File: config.mk
export PLATFORM = sky130hd
export DESIGN_NAME = audio_dac
export DESIGN_NICKNAME = d
export VERILOG_FILES = /design/src/common/arcade_pkg.sv /design/src/audio_dac.sv
export SDC_FILE = /design/constraint.sdc
export NUM_CORES = 1
export LEC_CHECK = 0
export ABC_AREA = 1
export CORE_MARGIN = 3
export CORE_UTILIZATION = 53
export CTS_CLUSTER_SIZE = 24
export DETAILED_ROUTE_END_ITERATION = 12
export DONT_BUFFER_PORTS = 1
export PLACE_DENSITY = 0.68
export SYNTH_ARGS = -nofsm -noshare
export SYNTH_HDL_FRONTEND = slang
export SYNTH_SLANG_ARGS = --single-unit
File: constraint.sdc
create_clock -name clk_sys -period 2.2 [get_ports clk_sys]
set_input_delay 0.11 -clock clk_sys [delete_from_list [all_inputs] [get_ports clk_sys]]
set_output_delay 0.11 -clock clk_sys [all_outputs]
set_load 0.02 [all_outputs]
File: src/common/arcade_pkg.sv
package arcade_pkg;

	// ==================================================
	// ROM image
	// ==================================================
	typedef logic [14:0] rom_addr_t;   // Byte address into the program ROM
	typedef logic [7:0]  rom_data_t;

	localparam int rom_depth = 32768;

	// ==================================================
	// Audio and video
	// ==================================================
	typedef logic [10:0] sample_t;     // Unsigned core sample
	typedef logic [1:0]  color_in2_t;  // Core red
	typedef logic [2:0]  color_in3_t;  // Core green and blue
	typedef logic [5:0]  color_out_t;

	typedef enum logic [1:0] {
		sl_off,
		sl_25,
		sl_50,
		sl_75
	} scanline_e;

	// ==================================================
	// Controls
	// ==================================================
	typedef logic [8:0] ctrl_t;
	typedef logic [7:0] joy_t;
	typedef logic [7:0] key_code_t;

	localparam int ctrl_up     = 0;
	localparam int ctrl_down   = 1;
	localparam int ctrl_left   = 2;
	localparam int ctrl_right  = 3;
	localparam int ctrl_fire   = 4;
	localparam int ctrl_bomb   = 5;
	localparam int ctrl_coin   = 6;
	localparam int ctrl_start1 = 7;
	localparam int ctrl_start2 = 8;

	// Joystick bit positions with 6 and 7 unused
	localparam int joy_right = 0;
	localparam int joy_left  = 1;
	localparam int joy_down  = 2;
	localparam int joy_up    = 3;
	localparam int joy_fire  = 4;
	localparam int joy_bomb  = 5;

	// PS/2 set 2 scan codes
	localparam key_code_t key_up     = 8'h75;
	localparam key_code_t key_down   = 8'h72;
	localparam key_code_t key_left   = 8'h6B;
	localparam key_code_t key_right  = 8'h74;
	localparam key_code_t key_coin   = 8'h76;  // ESC
	localparam key_code_t key_start1 = 8'h05;  // F1
	localparam key_code_t key_start2 = 8'h06;  // F2
	localparam key_code_t key_fire   = 8'h29;  // Space
	localparam key_code_t key_bomb   = 8'h11;  // Alt

endpackage

File: src/audio_dac.sv
module audio_dac (
	input  logic                clk_sys,
	input  logic                rst_n,
	input  arcade_pkg::sample_t sample,
	output logic                audio_out
);

	// ==================================================
	// First-order sigma-delta
	// ==================================================
	// Low 11 bits hold the running error, bit 11 the carry of the last add
	logic [11:0] acc;

	always_ff @(posedge clk_sys) begin
		if (!rst_n) begin
			acc <= '0;
		end else begin
			acc <= {1'b0, acc[10:0]} + {1'b0, sample};
		end
	end

	// Pulse density is sample / 2048
	assign audio_out = acc[11];

endmodule

Word-level counts from Yosys, hierarchy flattened

Index checks and enable logic that the tools add are counted.

Register bits after elaboration: 12
Bits of input ports: 13
Output and inout bits: 1
Word-level logic and storage cells: 2

Add/subtract/negate cells: 1

Operator list:

| kind                                      | number |
|---|---|
| 11-bit by 11-bit adder with 12-bit output | 1 |

Longest topological paths before layout

Gate-level depths: netlist of the first run.

Word-level depth: 1
Gate-level depth with buffers: 10

Worst setup path before layout of the first run

No wires, ideal clock.

Kind: register to register
Start: register acc[0]
End: register acc[8]
Library setup time: 0.115 ns
Data arrival time: 1.365 ns
Data required time: 2.085 ns
Setup slack: 0.720 ns
Stages on the path, launching flop included: 11
Buffers on the path: 0
Path through: dfxtp_1 > ha_1 > fa_1 > nand2_1 > nand3_1 > nand2_2 > inv_2 > nand2_2 > nand3_1 > nand2_1 > nor2_1

Longest elaborated chain between the ends: 1

Ends and longest elaborated chain:

| item                                      | line            | source |
|---|---|---|
| start, declared                           | audio_dac.sv:12 | `logic [11:0] acc;` |
| start signal, assigned                    | audio_dac.sv:18 | `acc <= {1'b0, acc[10:0]} + {1'b0, sample};` |
| 11-bit by 11-bit adder with 12-bit output | audio_dac.sv:18 |  |

Every way passes these cells.
A chain may end at the register's enable or synchronous reset.

Worst setup path after layout of the first run

Same ends and word-level chain as after synthesis.

==> implementation parameters, run 1 <==
Parameter                              Value

Run status
  Status ... finished, final reports clean

Power
  Design internal power ... approximately 0.00054 W
  Power per cell area ... slightly below 1000 nW/um^2
  Clock power frac ... 19.4%
  Highest ir drop seen on vdd ... ~490 uV
  Combinational Power Share ... between 40 and 50%
  Share of power burned in registers ... approximately a third
  Pleak ... 0.5560 nW
  Switching power ... ~0.0004 W
  Switching Fraction ... 41.95%

Synth
  Async set-or-reset flop fraction in the synthesized netlist ... 0%
  Number of enable flip-flop cells after synthesis ... 0
  Cells after Synth ... between 100 and 150
  Synth warn ... 0
  Largest family of logic cells by synthesized area ... simple AND/OR/NAND/NOR gates
  Mux contribution to synthesized area ... 0%
  Share of synthesized cell area in and, or, nand and nor gates ... between 30% and 40%
  Adder-cell share of the synthesized area ... around 17%
  Synth top area cells ... dfxtp_1 (27%), nand2_1 (19%), ha_1 (15%)
  Synth Area in Compound Gates ... around 7.5%
  Top flip-flop cell by instance count after synthesis ... dfxtp_1
  Top cells by count, synth ... nand2_1 (45), inv_1 (16), nor2_1 (15)
  Synthesized area ... 905.9 sq um
  Flops & latches, synth ... 12
  Top cell type by total area after synthesis ... dfxtp_1
  Number of distinct library cells after synthesis ... 19
  Proportion of synthesized chip area in sequential cells ... a little over a quarter
  Xor-xnor portion of the synthesized cell area ... 0%
  Most frequent cell after synthesis ... nand2_1
  Post-synthesis area per instance ... roughly 6.5 sq um
  Fraction of post-synthesis cell area in the top cell type by area ... between 20% and 30%
  Net count after synthesis ... ~170

Floorplanning
  Effective utilization at floorplan ... 58.11%
  Y dimension of the die ... ~47 um
  Number of placement rows ... 14
  Chip Width ... approximately 47 um
  Number of placed I/O pins ... 14
  Placeable Area ... ~1600 sq um
  Floorplan die area ... 2241 sq um

Final layout
  Nets@finish ... 170
  Area occupied by multi-input gates ... between 500 and 600 sq um
  Largest registers ... acc: 12 flops
  Final standard cell count with taps included and fillers excluded ... 160
  Largest register FFs ... 12
  Final design utilization ... between 60% and 70%
  Final Cell Area ... around 960 sq um
  Biggest register ... acc
  Number of inserted diodes ... 0
  Share of post-route cells with drive strength above 1 ... between 10% and 20%
  Area of all sequential standard cells ... 240.2 sq um
  Fill cell total of the finished layout ... 140
  Area added between synthesis and finish ... 6.492%

Min path
  Terminating pin of the worst hold path ... acc[0]
  Hold/Removal Path Class ... input port to flop
  Worst Hold Launch ... sample[0]
  Worst hold stages ... 3

Placed design
  Post-detail-place hpwl ... between 1 and 1.5 mm
  Worst setup slack before clock tree synthesis ... around 0.62 ns
  Gp weighted congestion ... about 0.85
  Port Buffers ... 0
  Inst Count DP ... 155
  Standard cell area after detailed placement ... a little over 900 sq um

STA
  Headroom to the max-slew limit ... 68.58%
  Number of setup violations in the final report ... 0
  Total count of max-transition violations in the final report ... 0
  Count of final hold-check violations ... 0
  Post-layout minimum cycle time ... roughly 1.6 ns
  Share of the clock period used by the worst path after layout ... about 74%
  Final setup margin ... a little under 0.6 ns
  Unrepaired setup endpoints after global routing ... no
  F_max ... a little over 600 MHz
  Post-Route Setup TNS ... 0 ns
  Final setup skew ... around 0.0075 ns
  Worst-Margin Slew ... roughly 0.47 ns

Setup path
  Worst Path Arrival ... 1.80 ns
  Critical Path Fanout Max ... 4
  Register-to-Register Path Depth ... 10
  WP data required ... 2.38 ns
  R2R Path End ... acc[8]
  Category of the worst setup path capture point ... flop
  Type of the worst setup path ... flop to flop
  R2R Path Start ... acc[0]
  Reg2Reg Setup Slack ... 0.58 ns
  Startpoint Class ... flop

Detailed routing
  Total vias in the final route ... about 820
  Starting DRT DRC Count ... 10
  Number of iterations in the first detailed-routing pass ... 4
  Post-detailed-route via-to-cell ratio ... 5.094
  DRC Markers ... 0
  Total wire length ... approximately 1.7 mm
  DR WL/cell ... 10.90 um
  Antenna Violating Nets Remaining ... 0

GRT
  Sum of overflow across all layers after global routing ... 0
  Maximum number of pins on one net before global-route repair ... 13
  Number of global-route vias before repair ... ~730
  Overall Global Routing Usage ... between 10% and 20%
  Number of antenna violations at the first check in global routing ... 0
  First-pass GRT wire length ... between 2 and 3 mm

CTS
  Clock tree sinks ... 12
  Insertion delay to the later sink of the worst-skew pair ... approximately 0.28 ns
  Clock-pin slew on the worst setup and hold paths ... roughly 0.090 ns
  Maximum clock path buffer count ... 2
  CTS tree ... yes
  H-tree depth reported by CTS ... 1
  Root buf cell ... clkbuf_4
  CTS buffer count ... 3
  Number of resized instances in the post-cts repair step ... 0

Flow run
  Max capacitance violation total ... 0
[logic make-up after synthesis]
logic type               after synthesis
AO/OA/AOI/OAI                         12
AND/OR/NAND/NOR                       83
buffers and inverters                 21
adder cells (fa/ha/maj)               12
flip-flops                            12
[routing by layer]
metal / share of wire, % / vias up / track usage (%) / wire [um]
li1: - / 448 / - / -
met1: 51 / 351 / 25.45 / 885
met2: 44 / 11 / 28.07 / 771
met3: 3.0 / 5 / 3.448 / 53
met4: 1.9 / 0 / 8.287 / 34
met5: 0 / - / 0 / 0
[power groups by stage]
stage	Clock [W]	Combinational (W)	Sequential, W
finish	0.000182	0.000459	0.000295
floorplan	0	0.000382	0.000297
detailed placement	0	0.000450	0.000302
global placement	0	0.000446	0.000301
CTS	0.000186	0.000459	0.000296
global route	0.000199	0.000535	0.000302
[worst max-delay path, stage by stage, from the launching register on]
cell and delay [ns]:
dfxtp_1 0.31, ha_1 0.22, fa_1 0.42, nand2_1 0.11
nand3_1 0.10, nand2_2 0.10, inv_2 0.05, nand2_2 0.05
nand3_1 0.06, nand2_1 0.06, nor2_1 0.04
[placed cells by master, fill, tap and decap left out]
cell type      synthesis  final
nand2_1               45     45
inv_1                 16     16
nor2_1                15     15
dfxtp_1               12     12
ha_1                  11     11
nand3_1                8      8
a21oi_1                8      8
nor2_2                 6      6
nand2_2                5      5
inv_2                  3      3
clkbuf_4               0      3
o21ai_1                2      2
nand4_1                2      2
a21oi_2                1      1
clkinv_1               1      1
or2_1                  1      1
o21ai_2                1      1
nor3_1                 1      1
fa_1                   1      1
clkbuf_8               0      1
dlygate4sd3_1          0      1
[through the flow]
stage                     power (W)  hold WS, ns
after floorplan           0.0006791       0.2518
after global placement    0.0007469       0.2081
after detailed placement  0.0007521       0.2119
after CTS                 0.0009418      0.03494
after global routing       0.001035      0.05989
final                     0.0009366      0.04058
[how the worst max path moves through the flow]
stage | start | endpoint | slack [ns] | cells past startpoint
6_report | acc[0] | acc[8] | 0.58 | 10
4_1_cts | acc[0] | acc[8] | 0.58 | 10
5_1_grt | acc[0] | acc[8] | 0.38 | 10
2_1_floorplan | acc[0] | acc[8] | 0.72 | 10
3_3_place_gp | acc[0] | acc[8] | 0.66 | 10
3_5_place_dp | acc[0] | acc[8] | 0.62 | 10
[timing repair]
action                    4_1_cts  5_1_grt
hold buffers                    1        0
hold endpoints to repair       12        0
setup buffers                   0        0
[final cells by class]
| class | instances | area share (%) |
|---|---|---|
| Clock buffer | 4 | 3.761 |
| Tap cell | 16 | 2.075 |
| Multi-Input combinational cell | 107 | 60.44 |
| Sequential cell | 12 | 24.90 |
| Inverter | 20 | 7.782 |
| Timing Repair Buffer | 1 | 1.038 |
(Power assumes the default switching activity.)
==> run 2, diff against run 1 <==
Settings changed: PLACE_DENSITY 0.68 to 0.71.
Clock period 2.2 ns to 1.4 ns, I/O delays scaled along.
==> run 2 against run 1 <==
  * The run now ends with hold timing, setup timing left
  * Worst hold slack worse by 0.16 ns
  * Die area stayed put
  * Largest power group unchanged
  * Wire length is 10% higher
==> implementation parameters, run 2 (synthesis gave the netlist of run 1 again) <==
Parameter                              Value

Final layout
  Number of inserted diodes ... 0 (unchanged)
  Most common cell after layout, fill and taps aside ... nand2_1
  Share of post-route cells with drive strength above 1 ... 31.08% (+17 points)
  Area added between synthesis and finish ... 26.66%
  Largest registers ... acc: 12 flops
  Area of all sequential standard cells ... 241.5 sq um (+0.52%)
  Fill cell total of the finished layout ... 132 (-5.7%)
  Most frequent cells in the layout ... nand2_1 (41), inv_1 (16), nor2_1 (15), dfxtp_1 (11), nand2_2 (9)
  Final Cell Area ... 1147 sq um (+19%)
  Nets@finish ... 174 (+2.4%)
  Largest register FFs ... 12 (unchanged)
  Biggest register ... acc
  Area occupied by multi-input gates ... 734.5 sq um (+26%)

Floorplanning
  Placeable Area ... 1559 sq um (unchanged)
  Effective utilization at floorplan ... 58.11% (unchanged)
  Number of placed I/O pins ... 14 (unchanged)
  Y dimension of the die ... 47.34 um (unchanged)
  Floorplan die area ... 2241 sq um (unchanged)
  Number of placement rows ... 14 (unchanged)
  Chip Width ... 47.34 um (unchanged)

Setup path
  WP data required ... 1.59 ns (-0.79 ns)
  Maximum cell stage delay along the critical path ... 0.34 ns (-0.08 ns)
  Category of cells accounting for the largest share of critical-path delay ... adder cells
  Critical Path Fanout Max ... 3 (-1)
  Worst path buffer plus inverter count ... 1 (unchanged)
  CP cell instances ... ha_4 > fa_2 > nand2_2 > nand3_2 > nand2_2 > inv_2 > nand2_2 > nand3_2 > nand2_1 > nor2_1
  Worst path most repeated cell ... nand2_2
  CP max-delay cell ... fa_2
  Reg2Reg Setup Slack ... -0.04 ns (-0.62 ns)
  Category of the worst setup path capture point ... flop
  Worst Path Arrival ... 1.63 ns (-0.17 ns)
  Type of the worst setup path ... flop to flop
  Startpoint Class ... flop

STA
  Count of final hold-check violations ... 11 (+11)
  Post-layout minimum cycle time ... 1.442 ns (-0.1760 ns)
  Worst-Margin Slew ... 0.2233 ns (-0.2464 ns)
  F_max ... 693.5 MHz (+12%)
  Post-Route Setup TNS ... -0.04538 ns (-0.04538 ns)
  Worst Hold Margin ... -0.1174 ns (-0.1580 ns)
  Number of setup violations in the final report ... 2 (+2)
  Total count of max-transition violations in the final report ... 0 (unchanged)
  Final setup margin ... -0.04194 ns (-0.6240 ns)
  Final setup skew ... 0.0004708 ns (-0.007024 ns)
  Share of the clock period used by the worst path after layout ... 103.0% (+29 points)
  Headroom to the max-slew limit ... 85.12% (+17 points)
  Unrepaired setup endpoints after global routing ... yes

GRT
  Maximum number of pins on one net before global-route repair ... 13 (unchanged)
  Most Used Layer, Global Route ... met2
  Global-route met3 utilization ... 2.682% (-0.77 points)
  Met2 Track Usage GR ... 30.48% (+2.4 points)
  First-pass GRT wire length ... 3.049 mm (+2.3%)
  Overall Global Routing Usage ... 18.94% (+0.32 points)
  Met1 GRT Util ... 24.83% (-0.62 points)
  Sum of overflow across all layers after global routing ... 0 (unchanged)
  Number of global-route vias before repair ... 786 (+7.5%)
  Number of antenna violations at the first check in global routing ... 0 (unchanged)

CTS
  Maximum clock path buffer count ... 2 (unchanged)
  CTS buffer count ... 3 (unchanged)
  Root buf cell ... clkbuf_4
  CTS tree ... yes
  H-tree depth reported by CTS ... 1 (unchanged)
  Clock tree sinks ... 12 (unchanged)
  Number of buffers inserted for hold repair after clock tree synthesis ... 1 (unchanged)
  Clock-pin slew on the worst setup and hold paths ... 0.08 ns (about the same)
  Insertion delay to the later sink of the worst-skew pair ... 0.28 ns (about the same)

Power
  Power per cell area ... 1469 nW/um^2 (+51%)
  Highest ir drop seen on vdd ... 801.0 uV (+65%)
  Pleak ... 0.5827 nW (+4.8%)

Detailed routing
  Number of iterations in the first detailed-routing pass ... 4 (unchanged)
  Antenna Violating Nets Remaining ... 0 (unchanged)
  Starting DRT DRC Count ... 14 (+4)
  DRC Markers ... 0 (unchanged)
  Total wire length ... 1.921 mm (+10%)
  DR WL/cell ... 11.71 um (+7.5%)
  Post-detailed-route via-to-cell ratio ... 5.134 (+0.79%)
  Total vias in the final route ... 842 (+3.3%)

Placed design
  Port Buffers ... 0 (unchanged)
  Post-detail-place hpwl ... 1.398 mm (+1.8%)
  Gp weighted congestion ... 0.8464 (about the same)
  Worst setup slack before clock tree synthesis ... -0.05446 ns (-0.6706 ns)
  Standard cell area after detailed placement ... 953.4 sq um (+3.8%)

Run status
  Violated checks ... hold timing, setup timing
  Status ... finished, violations left

Flow run
  Max capacitance violation total ... 0 (unchanged)

Min path
  Hold/Removal Path Class ... input port to flop
## run 2: path summary, 6_finish.rpt
| kind | start | endpoint | cells past startpoint |
|---|---|---|---|
| setup / recovery | acc[0] | acc[8] | 10 |
| hold / removal | rst_n | acc[1] | 2 |
| setup reg to reg | acc[0] | acc[8] | 10 |
| hold reg to reg | acc[10] | acc[11] | 5 |
## run 2: where the power goes
group          switching (W)  internal (W)  total (W)  leakage (nW)
registers          0.0000591      0.000430   0.000489         0.100
clock network       0.000134      0.000158   0.000292        0.0210
logic               0.000507      0.000397   0.000904         0.461
total               0.000700      0.000986    0.00169         0.583
## run 2: repair_timing
| item | in CTS | in global routing |
|---|---|---|
| gates resized for setup | 2 | 23 |
| hold endpoints to repair | 12 | 11 |
| buffers inserted | 0 | 0 |
| setup endpoints to repair | 3 | 8 |
| pin swaps | 0 | 8 |
## run 2: layer usage
metal | up-vias | part of all wire, %
li1 | 455 | -
met3 | 5 | 3.3
met4 | 0 | 2.0
met5 | - | 0
met1 | 368 | 45
met2 | 14 | 50
## run 2: worst register-to-register path, cell delays in order, from the launching register on
cell and delay [ns]:
dfxtp_2 0.33, ha_4 0.15, fa_2 0.34, nand2_2 0.09, nand3_2 0.07, nand2_2 0.09
inv_2 0.05, nand2_2 0.06, nand3_2 0.06, nand2_1 0.06, nor2_1 0.03
## run 2: cell type report
| cell class | instances | share of cell area (%) |
|---|---|---|
| multi-input combinational | 107 | 64.01 |
| sequential | 12 | 21.05 |
| inverter | 20 | 6.543 |
| tap | 16 | 1.745 |
| timing repair buffer | 5 | 3.490 |
| clock buffer | 4 | 3.162 |
## run 2: metrics by stage
stage	hold slack [ns]	total power, W	utilization [%]	cells
after floorplan	0.2118	0.001069	-	140
after global placement	0.1688	0.001195	61.16	159
after detailed placement	0.1720	0.001210	61.16	159
after CTS	-0.1195	0.001517	64.53	164
after global routing	-0.1152	0.001845	73.60	164
final	-0.1174	0.001685	73.60	164
==> run 3, diff against run 2 <==
Settings changed: CORE_UTILIZATION 53 to 55, PLACE_DENSITY 0.71 to 0.73.
==> run 3 against run 2 <==
  * The run still ends with hold timing, setup timing left
  * Combinational power shrank 2%
  * Via count grew 5.7%
  * Clock-buffer cell count shrank 1
  * Cell area shrank 2.1%
  * Clock skew grew 0.0043 ns
==> implementation parameters, run 3 (synthesis gave the netlist of run 1 again) <==
Parameter                              Value

Run status
  Status ... finished, violations left
  Violated checks ... hold timing, setup timing

STA
  Count of final hold-check violations ... 11 (unchanged)
  Total count of max-transition violations in the final report ... 0 (unchanged)
  Headroom to the max-slew limit ... 86.13% (+1.0 points)
  Final setup margin ... -0.05030 ns (-0.008361 ns)
  Worst Hold Margin ... -0.1036 ns (+0.01384 ns)
  Number of setup violations in the final report ... 1 (-1)
  Post-layout minimum cycle time ... 1.450 ns (+0.008361 ns)
  Unrepaired setup endpoints after global routing ... yes
  Final setup skew ... 0.004749 ns (+0.004278 ns)
  F_max ... 689.5 MHz (-0.58%)
  Share of the clock period used by the worst path after layout ... 103.6% (+0.60 points)
  Worst-Margin Slew ... 0.2080 ns (-0.01522 ns)

GRT
  First-pass GRT wire length ... 2.870 mm (-5.9%)
  Global-route met3 utilization ... 2.344% (-0.34 points)
  Number of global-route vias before repair ... 782 (-0.51%)
  Overall Global Routing Usage ... 19.19% (+0.26 points)
  Most Used Layer, Global Route ... met2
  Met2 Track Usage GR ... 33.24% (+2.8 points)
  Number of antenna violations at the first check in global routing ... 0 (unchanged)
  Met1 GRT Util ... 21.61% (-3.2 points)
  Sum of overflow across all layers after global routing ... 0 (unchanged)
  Maximum number of pins on one net before global-route repair ... 13 (unchanged)

Power
  Pleak ... 0.5739 nW (-1.5%)
  Highest ir drop seen on vdd ... 827.6 uV (+3.3%)
  Pwr Total ... 0.001596 W (-5.3%)
  Power per cell area ... 1420 nW/um^2 (-3.3%)

Floorplanning
  Floorplan die area ... 2170 sq um (-3.2%)
  Effective utilization at floorplan ... 59.44% (+1.3 points)
  Chip Width ... 46.59 um (-1.6%)
  Y dimension of the die ... 46.59 um (-1.6%)
  Placeable Area ... 1524 sq um (-2.2%)
  Number of placed I/O pins ... 14 (unchanged)
  Number of placement rows ... 14 (unchanged)

Final layout
  Number of inserted diodes ... 0 (unchanged)
  Nets@finish ... 174 (unchanged)
  Largest registers ... acc: 12 flops
  Biggest register ... acc
  Most common cell after layout, fill and taps aside ... nand2_1
  Area added between synthesis and finish ... 24.03%
  Most frequent cells in the layout ... nand2_1 (42), inv_1 (16), nor2_1 (15), dfxtp_1 (10)
  Share of post-route cells with drive strength above 1 ... 29.93% (-1.1 points)
  Largest register FFs ... 12 (unchanged)
  Fill cell total of the finished layout ... 119 (-9.8%)

Setup path
  Critical Path Start ... acc[0]
  CP max-delay cell ... fa_2
  Startpoint Class ... flop
  Register-to-Register Path Depth ... 10 (unchanged)
  Worst path most repeated cell ... nand2_2
  End point of the critical path ... acc[8]
  Reg2Reg Setup Slack ... -0.05 ns (about the same)
  R2R Path Start ... acc[0]
  Type of the worst setup path ... flop to flop
  Category of the worst setup path capture point ... flop
  Worst Path Arrival ... 1.62 ns (about the same)
  R2R Path End ... acc[8]
  Critical Path Fanout Max ... 3 (unchanged)
  WP data required ... 1.57 ns (-0.02 ns)
  CP cell instances ... ha_4 > fa_2 > nand2_2 > nand3_2 > nand2_2 > inv_2 > nand2_2 > nand3_2 > nand2_1 > nor2_1
  Maximum cell stage delay along the critical path ... 0.34 ns (about the same)

Detailed routing
  Total wire length ... 1.929 mm (+0.42%)
  DRC Markers ... 0 (unchanged)
  Antenna Violating Nets Remaining ... 0 (unchanged)
  Post-detailed-route via-to-cell ratio ... 5.460 (+6.3%)
  Total vias in the final route ... 890 (+5.7%)
  Number of iterations in the first detailed-routing pass ... 4 (unchanged)
  DR WL/cell ... 11.83 um (+1.0%)
  Starting DRT DRC Count ... 30 (+16)

Min path
  Hold/Removal Path Class ... input port to flop

CTS
  Root buf cell ... clkbuf_4
  Clock tree sinks ... 12 (unchanged)
  Post-CTS Setup Bufs ... 0 (unchanged)
  Insertion delay to the later sink of the worst-skew pair ... 0.28 ns (about the same)
  Maximum clock path buffer count ... 2 (unchanged)
  H-tree depth reported by CTS ... 1 (unchanged)
  Clock-pin slew on the worst setup and hold paths ... 0.07 ns (about the same)
  Number of buffers inserted for hold repair after clock tree synthesis ... 1 (unchanged)
  CTS tree ... yes
  CTS buffer count ... 3 (unchanged)

Placed design
  Post-detail-place hpwl ... 1.419 mm (+1.5%)
  Port Buffers ... 0 (unchanged)
  Gp weighted congestion ... 0.8769 (+3.6%)

Flow run
  Max capacitance violation total ... 0 (unchanged)
## run 3: cell types whose count changed in the layout (fill, tap and decap cells not counted), sizes merged
cell / previous run / this run
clkbuf: 4 / 3
## run 3: layout make-up
cell class / instances / area (sq um) / area share (%)
well taps: 16 / 20.02 / 1.782
clock buffers: 3 / 22.52 / 2.004
repair buffers: 5 / 40.04 / 3.563
flip-flops and latches: 12 / 242.7 / 21.60
inverters: 20 / 75.07 / 6.682
multi-input cells: 107 / 723.2 / 64.37
## run 3: through the flow
| stage | util (%) | cell area [sq um] | setup WS (ns) | setup TNS, ns | std cells |
|---|---|---|---|---|---|
| 6_report | 73.73 | 1124 | -0.05030 | -0.05030 | 163 |
| 5_1_grt | 73.73 | 1124 | -0.1207 | -0.3044 | 163 |
| 4_1_cts | 65.76 | 1002 | -0.03993 | -0.03993 | 163 |
| 3_5_place_dp | 62.56 | 953.4 | -0.05147 | -0.06323 | 159 |
| 3_3_place_gp | 62.56 | 953.4 | -0.006263 | -0.009580 | 159 |
| 2_1_floorplan | - | 910.9 | 0.007818 | 0 | 140 |
## run 3: routing by layer
metal / wire length (um) / part of all wire (%)
met2: 953 / 49
met4: 49 / 2.5
met5: 0 / 0
met3: 109 / 5.7
met1: 817 / 42
## run 3: how the worst min path moves through the flow
stage                     startpoint  endpoint  slack, ns  cells past startpoint
after floorplan                rst_n    acc[3]       0.21                      2
after global placement         rst_n    acc[0]       0.17                      2
after detailed placement       rst_n    acc[0]       0.17                      2
after CTS                      rst_n   acc[11]      -0.11                      2
after global routing           rst_n   acc[11]      -0.11                      2
final                          rst_n   acc[11]      -0.10                      2
## run 3: repair_timing
item,in CTS,in global routing
gates resized for setup,4,17
gates cloned,0,0
endpoints found under the hold margin,12,11
endpoints found under the setup margin,3,8
## run 3: critical path, delay by kind of cell (launching register included)
| kind | cells | cell delay (ns) |
|---|---|---|
| buffers and inverters | 1 | 0.05 |
| and+or+nand+nor | 7 | 0.46 |
| adders and majority gates | 2 | 0.49 |
| DFF | 1 | 0.33 |
## run 3: power breakdown
| group | internal (W) | leakage, nW | switching (W) |
|---|---|---|---|
| Combinational | 0.000393 | 0.460 | 0.000497 |
| Sequential | 0.000432 | 0.101 | 0.0000606 |
| Clock | 0.0000998 | 0.0138 | 0.000114 |
| Total | 0.000925 | 0.574 | 0.000671 |
